$ cat config.mk
export PLATFORM = sky130hd
export DESIGN_NAME = fetch_top
export DESIGN_NICKNAME = d
export VERILOG_FILES = /design/src/hdl/fetch_pkg.sv /design/src/hdl/fetch_cfg.sv /design/src/hdl/fetch_top.sv /design/src/hdl/ifetch.sv /design/src/hdl/iqueue.sv /design/src/hdl/pc_gen.sv
export SDC_FILE = /design/constraint.sdc
export NUM_CORES = 2
export LEC_CHECK = 0
export BUFFER_PORTS_ARGS = -buffer_cell sky130_fd_sc_hd__buf_4
export CORE_UTILIZATION = 61
export DETAILED_ROUTE_END_ITERATION = 8
export MAX_ROUTING_LAYER = met4
export PLACE_DENSITY_LB_ADDON = 0.1
export SLEW_MARGIN = 10
export SYNTH_ARGS = -nofsm -noshare
export SYNTH_HDL_FRONTEND = slang
export SYNTH_HIERARCHICAL = 1
export SYNTH_SLANG_ARGS = --single-unit
export TNS_END_PERCENT = 1
$ cat constraint.sdc
create_clock -name CLK -period 15.16 [get_ports CLK]
set_clock_uncertainty 0.05 [all_clocks]
set_input_delay 1.516 -clock CLK [delete_from_list [all_inputs] [get_ports CLK]]
set_output_delay 1.516 -clock CLK [all_outputs]
set_load 0.02 [all_outputs]
$ cat src/hdl/fetch_pkg.sv
// fetch front end shared definitions
// widths, reset pc, instruction queue sizing, config register map
// and the ifetch sequencer states
package fetch_pkg;

	// ****************************************
	// datapath widths
	// ****************************************
	localparam int XLEN    = 64;            // pc and fetch packet width
	localparam int BUS_AW  = 32;            // instruction memory address width
	localparam int INSTR_W = 32;            // one instruction
	localparam int CNT_W   = 32;            // delivered instruction counter

	// first fetch address out of reset
	localparam logic [XLEN-1:0] RESET_PC = 64'h8000_0000;

	// ****************************************
	// instruction queue sizing
	// ****************************************
	localparam int IQ_DEPTH = 8;                   // instruction slots, power of two
	localparam int IQ_AW    = $clog2(IQ_DEPTH);    // slot pointer width
	localparam int IQ_CW    = IQ_AW + 1;           // occupancy, holds 0..IQ_DEPTH

	localparam logic [IQ_CW-1:0] IQ_FULL   = IQ_CW'(IQ_DEPTH);
	localparam logic [IQ_CW-1:0] PKT_SLOTS = IQ_CW'(2);   // words per 64-bit packet

	// config register map, selected by cfg_addr
	typedef enum logic [1:0] {
		CFG_CTRL   = 2'd0,    // bit 0 is fetch enable, reads back
		CFG_TARGET = 2'd1,    // write redirects fetch to wdata
		CFG_COUNT  = 2'd2     // delivered instruction count, read only
	} cfg_reg_e;

	// ifetch request sequencer
	typedef enum logic [1:0] {
		F_IDLE = 2'd0,    // nothing outstanding
		F_REQ  = 2'd1,    // request on the bus, waiting for ready
		F_WAIT = 2'd2     // request taken, response pending
	} fetch_state_e;

endpackage

$ cat src/hdl/fetch_cfg.sv
// fetch configuration registers
// holds the fetch enable, the redirect target and a counter of
// instructions handed to decode. a target write flushes the front end
// for one cycle and presents the new pc to pc_gen
`timescale 1ns/10ps

module fetch_cfg (
	input  logic                        CLK,
	input  logic                        rst_n,
	input  logic                        cfg_we,
	input  fetch_pkg::cfg_reg_e         cfg_addr,
	input  logic [fetch_pkg::XLEN-1:0]  cfg_wdata,
	input  logic                        instr_valid,
	input  logic                        instr_ready,
	output logic [fetch_pkg::XLEN-1:0]  cfg_rdata,
	output logic                        fetch_en,
	output logic                        flush,
	output logic [fetch_pkg::XLEN-1:0]  redirect_pc
);

	logic [fetch_pkg::CNT_W-1:0] count;   // delivered instructions
	logic                        wr_ctrl;
	logic                        wr_target;

	assign wr_ctrl   = cfg_we & (cfg_addr == fetch_pkg::CFG_CTRL);
	assign wr_target = cfg_we & (cfg_addr == fetch_pkg::CFG_TARGET);

	always_ff @(posedge CLK or negedge rst_n) begin
		if (!rst_n) begin
			fetch_en    <= 1'b0;
			flush       <= 1'b0;
			redirect_pc <= fetch_pkg::RESET_PC;
			count       <= '0;
		end else begin
			flush <= wr_target;                // single cycle pulse after the write
			if (wr_ctrl)
				fetch_en <= cfg_wdata[0];
			if (wr_target)
				redirect_pc <= cfg_wdata;      // valid in the flush cycle
			if (instr_valid && instr_ready)
				count <= count + 1'b1;         // one per decode transfer
		end
	end

	// combinational readback
	always_comb begin
		cfg_rdata = '0;
		case (cfg_addr)
			fetch_pkg::CFG_CTRL:   cfg_rdata[0] = fetch_en;
			fetch_pkg::CFG_TARGET: cfg_rdata = redirect_pc;
			fetch_pkg::CFG_COUNT:  cfg_rdata[fetch_pkg::CNT_W-1:0] = count;
			default:               cfg_rdata = '0;
		endcase
	end

endmodule

$ cat src/hdl/fetch_top.sv
// instruction fetch front end
// pc generator, memory fetch sequencer and instruction queue, steered
// by a small config register block
`timescale 1ns/10ps

module fetch_top (
	input  logic                           CLK,
	input  logic                           rst_n,
	// config port
	input  logic                           cfg_we,
	input  fetch_pkg::cfg_reg_e            cfg_addr,
	input  logic [fetch_pkg::XLEN-1:0]     cfg_wdata,
	output logic [fetch_pkg::XLEN-1:0]     cfg_rdata,
	// instruction memory
	output logic                           mem_req_valid,
	input  logic                           mem_req_ready,
	output logic [fetch_pkg::BUS_AW-1:0]   mem_req_addr,
	input  logic                           mem_rsp_valid,
	output logic                           mem_rsp_ready,
	input  logic [fetch_pkg::XLEN-1:0]     mem_rsp_data,
	// decode side
	output logic                           instr_valid,
	input  logic                           instr_ready,
	output logic [fetch_pkg::XLEN-1:0]     instr_pc,
	output logic [fetch_pkg::INSTR_W-1:0]  instr_data
);

	logic                       fetch_en;
	logic                       flush;         // one cycle, after a target write
	logic [fetch_pkg::XLEN-1:0] redirect_pc;
	logic [fetch_pkg::XLEN-1:0] fetch_addr;
	logic                       fetch_take;
	logic                       pkt_room;
	logic                       pkt_valid;
	logic [fetch_pkg::XLEN-1:0] pkt_pc;
	logic [fetch_pkg::XLEN-1:0] pkt_data;

	fetch_cfg i_fetch_cfg (
		.CLK(CLK), .rst_n(rst_n),
		.cfg_we(cfg_we), .cfg_addr(cfg_addr), .cfg_wdata(cfg_wdata),
		.instr_valid(instr_valid), .instr_ready(instr_ready),
		.cfg_rdata(cfg_rdata), .fetch_en(fetch_en),
		.flush(flush), .redirect_pc(redirect_pc)
	);

	pc_gen i_pc_gen (
		.CLK(CLK), .rst_n(rst_n),
		.fetch_take(fetch_take), .flush(flush),
		.redirect_pc(redirect_pc), .fetch_addr(fetch_addr)
	);

	ifetch i_ifetch (
		.CLK(CLK), .rst_n(rst_n),
		.fetch_addr(fetch_addr), .fetch_en(fetch_en), .flush(flush), .pkt_room(pkt_room),
		.mem_req_ready(mem_req_ready), .mem_rsp_valid(mem_rsp_valid),
		.mem_rsp_data(mem_rsp_data), .fetch_take(fetch_take),
		.mem_req_valid(mem_req_valid), .mem_req_addr(mem_req_addr),
		.mem_rsp_ready(mem_rsp_ready),
		.pkt_valid(pkt_valid), .pkt_pc(pkt_pc), .pkt_data(pkt_data)
	);

	iqueue i_iqueue (
		.CLK(CLK), .rst_n(rst_n), .flush(flush),
		.pkt_valid(pkt_valid), .pkt_pc(pkt_pc), .pkt_data(pkt_data),
		.instr_ready(instr_ready), .pkt_room(pkt_room),
		.instr_valid(instr_valid), .instr_pc(instr_pc), .instr_data(instr_data)
	);

endmodule

$ cat src/hdl/ifetch.sv
// instruction fetch sequencer
// issues one 64-bit read at a time to the instruction memory, holds
// the pc of the outstanding read and turns each accepted response
// into a one-cycle packet for iqueue. a response whose request was
// made before a flush is taken off the bus and thrown away
`timescale 1ns/10ps

module ifetch (
	input  logic                          CLK,
	input  logic                          rst_n,
	input  logic [fetch_pkg::XLEN-1:0]    fetch_addr,
	input  logic                          fetch_en,
	input  logic                          flush,
	input  logic                          pkt_room,
	input  logic                          mem_req_ready,
	input  logic                          mem_rsp_valid,
	input  logic [fetch_pkg::XLEN-1:0]    mem_rsp_data,
	output logic                          fetch_take,
	output logic                          mem_req_valid,
	output logic [fetch_pkg::BUS_AW-1:0]  mem_req_addr,
	output logic                          mem_rsp_ready,
	output logic                          pkt_valid,
	output logic [fetch_pkg::XLEN-1:0]    pkt_pc,
	output logic [fetch_pkg::XLEN-1:0]    pkt_data
);

	fetch_pkg::fetch_state_e state;
	fetch_pkg::fetch_state_e state_nxt;

	logic [fetch_pkg::XLEN-1:0] pending_pc;   // pc of the read on the bus
	logic                       discard;      // outstanding read went stale
	logic                       req_ok;
	logic                       req_fire;
	logic                       rsp_fire;

	// ****************************************
	// request side
	// ****************************************

	// a packet still in its valid cycle is not yet in the queue count
	assign req_ok     = fetch_en & pkt_room & ~flush & ~pkt_valid;
	assign fetch_take = (state == fetch_pkg::F_IDLE) & req_ok;

	assign mem_req_valid = (state == fetch_pkg::F_REQ);
	assign mem_rsp_ready = (state == fetch_pkg::F_WAIT);
	assign mem_req_addr  = {pending_pc[fetch_pkg::BUS_AW-1:3], 3'b000};   // packet aligned

	assign req_fire = mem_req_valid & mem_req_ready;
	assign rsp_fire = mem_rsp_valid & mem_rsp_ready;

	always_comb begin
		state_nxt = state;
		case (state)
			fetch_pkg::F_IDLE: begin
				if (fetch_take) begin
					state_nxt = fetch_pkg::F_REQ;
				end
			end
			fetch_pkg::F_REQ: begin
				// a flush here still lets the request go out
				if (req_fire) begin
					state_nxt = fetch_pkg::F_WAIT;
				end
			end
			fetch_pkg::F_WAIT: begin
				if (rsp_fire) begin
					state_nxt = fetch_pkg::F_IDLE;
				end
			end
			default: state_nxt = fetch_pkg::F_IDLE;
		endcase
	end

	always_ff @(posedge CLK or negedge rst_n) begin
		if (!rst_n) begin
			state <= fetch_pkg::F_IDLE;
		end else begin
			state <= state_nxt;
		end
	end

	// address is held from the take until the response returns
	always_ff @(posedge CLK) begin
		if (fetch_take) begin
			pending_pc <= fetch_addr;
		end
	end

	// ****************************************
	// response side
	// ****************************************
	always_ff @(posedge CLK or negedge rst_n) begin
		if (!rst_n) begin
			discard <= 1'b0;
		end else if (rsp_fire) begin
			discard <= 1'b0;                  // stale data consumed
		end else if (flush && state != fetch_pkg::F_IDLE) begin
			discard <= 1'b1;                  // read in flight belongs to old path
		end
	end

	// flush in the response cycle also kills the packet
	always_ff @(posedge CLK or negedge rst_n) begin
		if (!rst_n) begin
			pkt_valid <= 1'b0;
		end else begin
			pkt_valid <= rsp_fire & ~discard & ~flush;
		end
	end

	always_ff @(posedge CLK) begin
		if (rsp_fire) begin
			pkt_pc   <= pending_pc;      // full pc, bit 2 marks an odd start
			pkt_data <= mem_rsp_data;
		end
	end

endmodule

$ cat src/hdl/iqueue.sv
// instruction queue
// splits each 64-bit fetch packet into two 32-bit instructions and
// buffers them with their pc for decode. a packet that starts on the
// odd word only enqueues its upper half. a flush empties the queue
`timescale 1ns/10ps

module iqueue (
	input  logic                           CLK,
	input  logic                           rst_n,
	input  logic                           flush,
	input  logic                           pkt_valid,
	input  logic [fetch_pkg::XLEN-1:0]     pkt_pc,
	input  logic [fetch_pkg::XLEN-1:0]     pkt_data,
	input  logic                           instr_ready,
	output logic                           pkt_room,
	output logic                           instr_valid,
	output logic [fetch_pkg::XLEN-1:0]     instr_pc,
	output logic [fetch_pkg::INSTR_W-1:0]  instr_data
);

	// slot storage, no reset
	logic [fetch_pkg::XLEN-1:0]    slot_pc    [fetch_pkg::IQ_DEPTH];
	logic [fetch_pkg::INSTR_W-1:0] slot_instr [fetch_pkg::IQ_DEPTH];

	logic [fetch_pkg::IQ_AW-1:0] wr_ptr;
	logic [fetch_pkg::IQ_AW-1:0] wr_ptr_nx;    // second slot of a full packet
	logic [fetch_pkg::IQ_AW-1:0] rd_ptr;
	logic [fetch_pkg::IQ_CW-1:0] count;        // occupied slots
	logic [fetch_pkg::IQ_CW-1:0] wr_num;       // slots written this cycle
	logic [fetch_pkg::IQ_CW-1:0] free_slots;
	logic [fetch_pkg::IQ_CW-1:0] need_slots;
	logic                        wr_en;
	logic                        odd_start;
	logic                        rd_fire;

	assign wr_en     = pkt_valid & ~flush;     // packet in the flush cycle is dropped
	assign odd_start = pkt_pc[2];
	assign wr_ptr_nx = wr_ptr + 1'b1;
	assign rd_fire   = instr_valid & instr_ready;

	always_comb begin
		wr_num = '0;
		if (wr_en) begin
			wr_num = odd_start ? fetch_pkg::PKT_SLOTS - 1'b1 : fetch_pkg::PKT_SLOTS;
		end
	end

	// ****************************************
	// room for the next request
	// ****************************************

	// a packet in its valid cycle is not counted yet, reserve its two slots
	assign free_slots = fetch_pkg::IQ_FULL - count;
	assign need_slots = pkt_valid ? fetch_pkg::PKT_SLOTS + fetch_pkg::PKT_SLOTS
	                              : fetch_pkg::PKT_SLOTS;
	assign pkt_room   = (free_slots >= need_slots);

	// ****************************************
	// pointers and occupancy
	// ****************************************
	always_ff @(posedge CLK or negedge rst_n) begin
		if (!rst_n) begin
			wr_ptr <= '0;
			rd_ptr <= '0;
			count  <= '0;
		end else if (flush) begin
			wr_ptr <= '0;     // everything queued is on the old path
			rd_ptr <= '0;
			count  <= '0;
		end else begin
			wr_ptr <= wr_ptr + wr_num[fetch_pkg::IQ_AW-1:0];
			if (rd_fire)
				rd_ptr <= rd_ptr + 1'b1;
			count <= count + wr_num - {{(fetch_pkg::IQ_CW-1){1'b0}}, rd_fire};
		end
	end

	// split the packet, low word first
	always_ff @(posedge CLK) begin
		if (wr_en) begin
			if (odd_start) begin
				slot_pc[wr_ptr]    <= pkt_pc;
				slot_instr[wr_ptr] <= pkt_data[63:32];
			end else begin
				slot_pc[wr_ptr]       <= {pkt_pc[fetch_pkg::XLEN-1:3], 3'b000};
				slot_instr[wr_ptr]    <= pkt_data[31:0];
				slot_pc[wr_ptr_nx]    <= {pkt_pc[fetch_pkg::XLEN-1:3], 3'b100};
				slot_instr[wr_ptr_nx] <= pkt_data[63:32];
			end
		end
	end

	// head of queue to decode
	assign instr_valid = (count != '0);
	assign instr_pc    = slot_pc[rd_ptr];
	assign instr_data  = slot_instr[rd_ptr];

endmodule

$ cat src/hdl/pc_gen.sv
// fetch pc generator
// keeps the full fetch pc. steps to the next 8-byte packet each time
// ifetch takes an address, loads the redirect target on a flush
`timescale 1ns/10ps

module pc_gen (
	input  logic                        CLK,
	input  logic                        rst_n,
	input  logic                        fetch_take,
	input  logic                        flush,
	input  logic [fetch_pkg::XLEN-1:0]  redirect_pc,
	output logic [fetch_pkg::XLEN-1:0]  fetch_addr
);

	logic [fetch_pkg::XLEN-1:0] pc;
	logic [fetch_pkg::XLEN-1:0] pc_seq;    // next sequential packet
	logic [fetch_pkg::XLEN-1:0] pc_nxt;

	// ****************************************
	// next pc
	// ****************************************

	// drop the word offset and step one packet, so an odd-word
	// redirect resumes on the following aligned packet
	assign pc_seq = {pc[fetch_pkg::XLEN-1:3] + 1'b1, 3'b000};

	always_comb begin
		pc_nxt = pc;                 // hold while ifetch is busy
		if (flush) begin
			pc_nxt = redirect_pc;    // flush beats a take in the same cycle
		end else if (fetch_take) begin
			pc_nxt = pc_seq;
		end
	end

	// ****************************************
	// pc register
	// ****************************************
	always_ff @(posedge CLK or negedge rst_n) begin
		if (!rst_n) begin
			pc <= fetch_pkg::RESET_PC;
		end else begin
			pc <= pc_nxt;
		end
	end

	// bit 2 still set here after an odd redirect
	// ifetch does the bus alignment and iqueue skips the low word
	assign fetch_addr = pc;

endmodule

# Yosys cells after proc, flatten, opt, wreduce, memory -nomap -nowiden
# Memory sizes are Yosys's and may differ from the RTL's.
# Index checks and enable logic that the tools add are counted.
[op_classes] bitwise=17 n_addsub=8 magnitude_cmp=1 muxes=26 n_reduce_logical=10 eq_ne=7
[ops] op="2-to-1 mux 64 bit" count=3
[ops] op="2-to-1 mux 32 bit" count=2
[ops] op="case mux 31 bit (2 select lines)" count=1
[ops] op="adder 61 x 1 -> 61 bit (second input constant)" count=1
[ops] op="adder 32 x 1 -> 32 bit (second input constant)" count=1
[ops] op="AND 1 bit" count=12
[ops] op="2-to-1 mux 3 bit" count=4
[ops] op="2-to-1 mux 1 bit" count=8
[ops] op="2-to-1 mux 2 bit" count=4
[ops] op="2-to-1 mux 4 bit" count=2
[ops] op="nonzero test 2 bit" count=4
[ops] op="adder 3 x 1 -> 3 bit (second input constant)" count=2
[ops] op="inequality test 2 bit (second input constant)" count=3
[ops] op="case mux 2 bit (3 select lines)" count=1
[ops] op="adder 4 bit" count=1
[ops] op="equality test 2 x 1 -> 1 bit (second input constant)" count=2
[ops] op="equality test 2 bit (second input constant)" count=2
[ops] op="greater-or-equal comparator 4 bit" count=1
[ops] op="logical NOT 2 bit" count=2
[ops] op="nonzero test 4 bit" count=1
[ops] op="subtractor 4 x 1 -> 4 bit" count=1
[ops] op="subtractor 4 bit (first input constant)" count=1
[ops] op="adder 3 bit" count=1
[ops] op="inverter 1 bit" count=3
[ops] op="other kinds (4)" count=6
[word_totals] ramBits=768 reg_bits=368 out_inout_bits=195 inputBits=136 wordCells=85 mem_count=2
[memory_table] name="i_iqueue.slot_pc" depth=8 word_bits=64 rd=1 rd_ports_with_merged_regs=0 write_ports=2 line_no="iqueue.sv:22" rtl="logic [fetch_pkg::XLEN-1:0] slot_pc [fetch_pkg::IQ_DEPTH];"
[memory_table] name="i_iqueue.slot_instr" depth=8 word_bits=32 rd=1 rd_ports_with_merged_regs=0 write_ports=2 line_no="iqueue.sv:23" rtl="logic [fetch_pkg::INSTR_W-1:0] slot_instr [fetch_pkg::IQ_DEPTH];"

# Depth between registers and ports, before layout
[logic_depth] depth_word=8 mapped_depth=16 mapped_depth_nobuf=14

# Hierarchy
# Netlist, hierarchy kept.
[modules_own_cells] module="iqueue" area_each_um2=37155.6 n_inst=1 seq_area_each_um2=23072.1 cells_each=2252
[modules_own_cells] module="ifetch" area_each_um2=6212.2 n_inst=1 seq_area_each_um2=5865.6 cells_each=244
[modules_own_cells] module="fetch_cfg" area_each_um2=4645.7 n_inst=1 seq_area_each_um2=2453.6 cells_each=387
[modules_own_cells] module="pc_gen" area_each_um2=3731.1 n_inst=1 seq_area_each_um2=1602.8 cells_each=427

# Worst setup path after synthesis
# No wires, ideal clock.
[synth_timing] path_type="reg-to-reg" startpoint="register i_iqueue/count[0] (netlist bit)" endpoint="register i_pc_gen.pc, in the netlist i_pc_gen/fetch_addr[40]" stages_incl_launch_ff=16 arrival_time_ns=10.295 n_path_buf=1 period_less_slack_ns=10.470 t_required_ns=14.985 path_slack_ns=4.690 setup_time_ns=0.125 cell_sequence="dfrtp_1 -> inv_1 -> ha_1 -> inv_1 -> ha_1 -> inv_1 -> o21ai_0 -> a211o_1 -> nand2b_1 -> nor4_1 -> nand4_1 -> nor2_1 -> clkbuf_1 -> nand4_1 -> xnor2_1 -> mux2_2"
[synth_via] elab_chain_len=7
[synth_rtl] element="start, declared" line_no="iqueue.sv:28" rtl="logic [fetch_pkg::IQ_CW-1:0] count;"
[synth_rtl] element="start signal, assigned" line_no="iqueue.sv:74" rtl="count <= count + wr_num - {{(fetch_pkg::IQ_CW-1){1'b0}}, rd_fire};"
[synth_rtl] element="subtractor 4 bit" line_no="iqueue.sv:53" rtl="assign free_slots = fetch_pkg::IQ_FULL - count;"
[synth_rtl] element="greater-or-equal comparator 4 bit" line_no="iqueue.sv:56" rtl="assign pkt_room = (free_slots >= need_slots);"
[synth_rtl] element="named net pkt_room" line_no="fetch_top.sv:33" rtl="logic pkt_room;"
[synth_rtl] element="AND 1 bit (3 in a row)" line_no="ifetch.sv:41" rtl="assign req_ok = fetch_en & pkt_room & ~flush & ~pkt_valid;"
[synth_rtl] element="AND 1 bit" line_no="ifetch.sv:42" rtl="assign fetch_take = (state == fetch_pkg::F_IDLE) & req_ok;"
[synth_rtl] element="named net fetch_take" line_no="fetch_top.sv:32" rtl="logic fetch_take;"
[synth_rtl] element="nonzero test 2 bit (no line)"
[synth_rtl] element="end signal, assigned" line_no="pc_gen.sv:41" rtl="pc <= fetch_pkg::RESET_PC;"
[synth_rtl] element="end signal, assigned" line_no="pc_gen.sv:43" rtl="pc <= pc_nxt;"
[synth_rtl] element="end, declared" line_no="pc_gen.sv:15" rtl="logic [fetch_pkg::XLEN-1:0] pc;"
# The timed path passes the listed nets, and every way through them passes these cells.
# A chain may end at the register's enable or synchronous reset.

# Worst setup path after layout
[layout_timing] startpoint="register i_iqueue/rd_ptr[0] (netlist bit)" endpoint="output instr_pc[40] (netlist bit)"
[layout_via] elab_chain_len=1
[layout_rtl] element="start, declared" line_no="iqueue.sv:27" rtl="logic [fetch_pkg::IQ_AW-1:0] rd_ptr;"
[layout_rtl] element="start signal, assigned" line_no="iqueue.sv:73" rtl="rd_ptr <= rd_ptr + 1'b1;"
[layout_rtl] element="memory read (8 x 64 bit)"
[layout_rtl] element="end, declared" line_no="fetch_top.sv:24" rtl="output logic [fetch_pkg::XLEN-1:0] instr_pc,"
# Every way passes these cells.

==> flow_summary.toml <==
[floorplan]
core-area_mm2 = 0.0838
die_w_um = 293
rows = 106
die_h_um = 293
die_area_mm2 = 0.0860
initial_core_util = 0.617
ios = 331

[job]
drv_cap = 0

[detailed_routing]
drt_iter0_drc = 3061
ant_nets = 0
drc_errors = 0
first_pass_iters = 7
dr_total_vias = 31447
drt_wl_total_mm = 137
wl_per_cell_um = 28.8
viasPerCell = 6.61

[sta]
slew_viol_final = 0
rsz0062_at_grt = "no"
tightest_slew_ns = 1.22
final.setup.tns_ns = 0
slew_headroom = 0.181
finalCriticalPeriod_ns = 5.98
setup_viol = 0
fin_crit_sh = 0.394
fmax_mhz = 167
hold_viol = 0
fin_ws_ns = 9.18

[synthesis]
yosysSeqAreaShare = 0.638
synth-adder-area-share = 0.00513
syn_avg_cell_area_um2 = 15.6
synth_cells = 3310
synth.area.mux_share = 0.176
yosys.area.top_type = "edfxtp_1"
yosys.area.top_type_share = 0.543
synthTopCellsByArea = "edfxtp_1 (54%), dfrtp_1 (8.4%), mux4_2 (8.4%)"
ys_seq_elements = 1136
ys.flop_type = "edfxtp_1"
ys_warn_count = 6
synthXorXnorAreaFrac = 0.0135
synth_area_mm2 = 0.0517
synth-simple-area-share = 0.0468
synth-compound-area-share = 0.0917
ys_types = 75
async_flop_share = 0.155
synth_edf_count = 936
synth_top_family_by_area = "multiplexers"

[global_route]
grt_max_degree = 157
grt_pass1_vias = 32551
grt-ovfl-total = 0
grt_usage = 0.329
antenna_found_initial = 3
grt_pass1_wl_mm = 203

[pwr]
powerDensity_mw_per_mm2 = 158
p_sw_mw = 2.78
p_clk_frac = 0.307
vdd_drop_max_mv = 0.137
pwr-share-comb = 0.255
p_int_mw = 6.52
finalPower_mw = 9.30
leakage_nw = 22.2
power_frac_seq = 0.438
switching_share = 0.299

[critical_path]
cp.required_ns = 13.59
endpoint_kind = "output pin"
critical_path.startpoint_type = "flip-flop"
crit_type = "flip-flop to output pin"
crit_fanout = 46
cp.arrival_ns = 4.41

[layout]
final_common_cell = "edfxtp_1"
final_area_mm2 = 0.0587
fin_util = 0.700
final_cell_mix = "edfxtp_1 (936), a21boi_0 (440), buf_4 (371)"
fin_nets = 3679
area_delta_synth_final_pct = 13.5
final_layout_size_suffix_gt1_frac = 0.265
nFillCells = 5629
multiInputGateArea_mm2 = 0.0174
final-seq-area_mm2 = 0.0330

[clock_network]
clk_pin_slew_worst_paths_ns = 0.06
h-tree-depth = 3
cts_max_path_buffers = 3
insertion_delay_ns = 0.69
cts_hold_buf = 0
cts_buffers = 114
cts_root_buf = "clkbuf_16"
cts_setup_buffers = 0
cts_tree = "yes"
clock-sinks = 1136
cts.repair.resized = 0

[min_path]
hp-class = "flip-flop to flip-flop"

[place]
post_dp_cell_area_mm2 = 0.0549
dp_hpwl_mm = 74.7
place_ws_ns = 9.78
routabilityCongestion = 0.927
place.port_buffers = 327

[outcome]
outcome = "finished clean"
power groups by stage:
stage	logic [mW]	clock network, mW	registers, mW
2_1_floorplan	1.70	0	3.93
3_3_place_gp	2.32	0	4.12
3_5_place_dp	2.37	0	4.13
4_1_cts	2.38	2.89	4.07
5_1_grt	2.50	3.01	4.10
6_report	2.37	2.86	4.07
synthesized netlist by cell type (10+ instances only):
library cell,n
buf_2,56
nand2_1,93
nand3_1,34
dfrtp_1,174
a21oi_1,19
mux2i_1,289
buf_1,13
and2_1,40
a31oi_1,17
or3_1,15
inv_1,56
and3_1,15
mux2_2,166
a22oi_1,32
o21ai_0,60
a211oi_1,14
or4_1,10
mux4_2,192
nor3_1,28
nand2b_1,10
dfxtp_1,24
a21boi_1,48
ha_1,18
clkbuf_1,166
buf_4,32
xnor2_1,46
edfxtp_1,936
nor2b_1,39
a21boi_0,440
xor2_1,32
nand4_1,49
and4_1,11
nor2_1,40
nor4_1,13
sequential cells by signal, indices dropped and copies added (netlist names), 2 cells and up:
| signal | count |
|---|---|
| i_iqueue/slot_instr | 256 |
| i_ifetch/pkt_data | 64 |
| i_iqueue/count | 4 |
| i_ifetch/state | 2 |
| i_iqueue/wr_ptr | 3 |
| i_pc_gen/fetch_addr | 64 |
| i_iqueue/slot_pc | 512 |
| i_iqueue/rd_ptr | 3 |
| i_fetch_cfg/redirect_pc | 64 |
| i_fetch_cfg/count | 32 |
| i_ifetch/pending_pc | 64 |
| i_ifetch/pkt_pc | 64 |
critical path, stage by stage (launching register included):
cell,delay [ns]
dfrtp_4,1.07
buf_4,0.71
buf_4,0.82
mux4_2,0.59
mux2_2,0.32
buf_4,0.17
logic make-up after synthesis:
family,after synthesis
AOI/OAI and AO/OA,659
xor gates and xnor gates,79
adders and majority gates,20
buffers and inverters,337
DFF,1136
muxes,647
other,1
and+or+nand+nor,431
routing by layer:
layer | part of all wire | track usage | up-vias
met5 | 0 | - | -
met4 | 0.029 | 0.0990 | 0
met3 | 0.086 | 0.0571 | 294
met2 | 0.50 | 0.536 | 1664
met1 | 0.39 | 0.426 | 16217
li1 | - | - | 13272
per-stage QoR:
step / cells / hold WS [ns]
after CTS: 4757 / 0.368
after global placement: 4541 / 0.353
after global routing: 4758 / 0.372
after floorplan: 3312 / 0.350
after detailed placement: 4541 / 0.355
final: 4758 / 0.368
worst paths after layout:
check	endpoint	slack (ns)	startpoint	depth (start not counted)
setup / recovery	instr_pc[40]	9.18	i_iqueue/rd_ptr[0]	5
hold / removal	i_ifetch/pkt_pc[53]	0.37	i_ifetch/pending_pc[53]	0
setup reg to reg	i_iqueue/slot_pc[1][20]	9.91	i_fetch_cfg/flush	6
hold reg to reg	i_ifetch/pkt_pc[53]	0.37	i_ifetch/pending_pc[53]	0
max in group asynchronous	i_iqueue/rd_ptr[1]	12.22	rst_n	3
min in group asynchronous	i_fetch_cfg/redirect_pc[48]	0.78	rst_n	1
area by class of cell:
| class | count | share of cell area |
|---|---|---|
| clock buffer | 142 | 0.0528 |
| sequential | 1136 | 0.562 |
| multi-input combinational | 1839 | 0.297 |
| clock inverter | 74 | 0.0123 |
| antenna | 1 | 0.0000426 |
| inverter | 59 | 0.00377 |
| timing repair buffer | 373 | 0.0480 |
| tap | 1134 | 0.0242 |
Note: power is estimated with default switching activity, not from simulation.
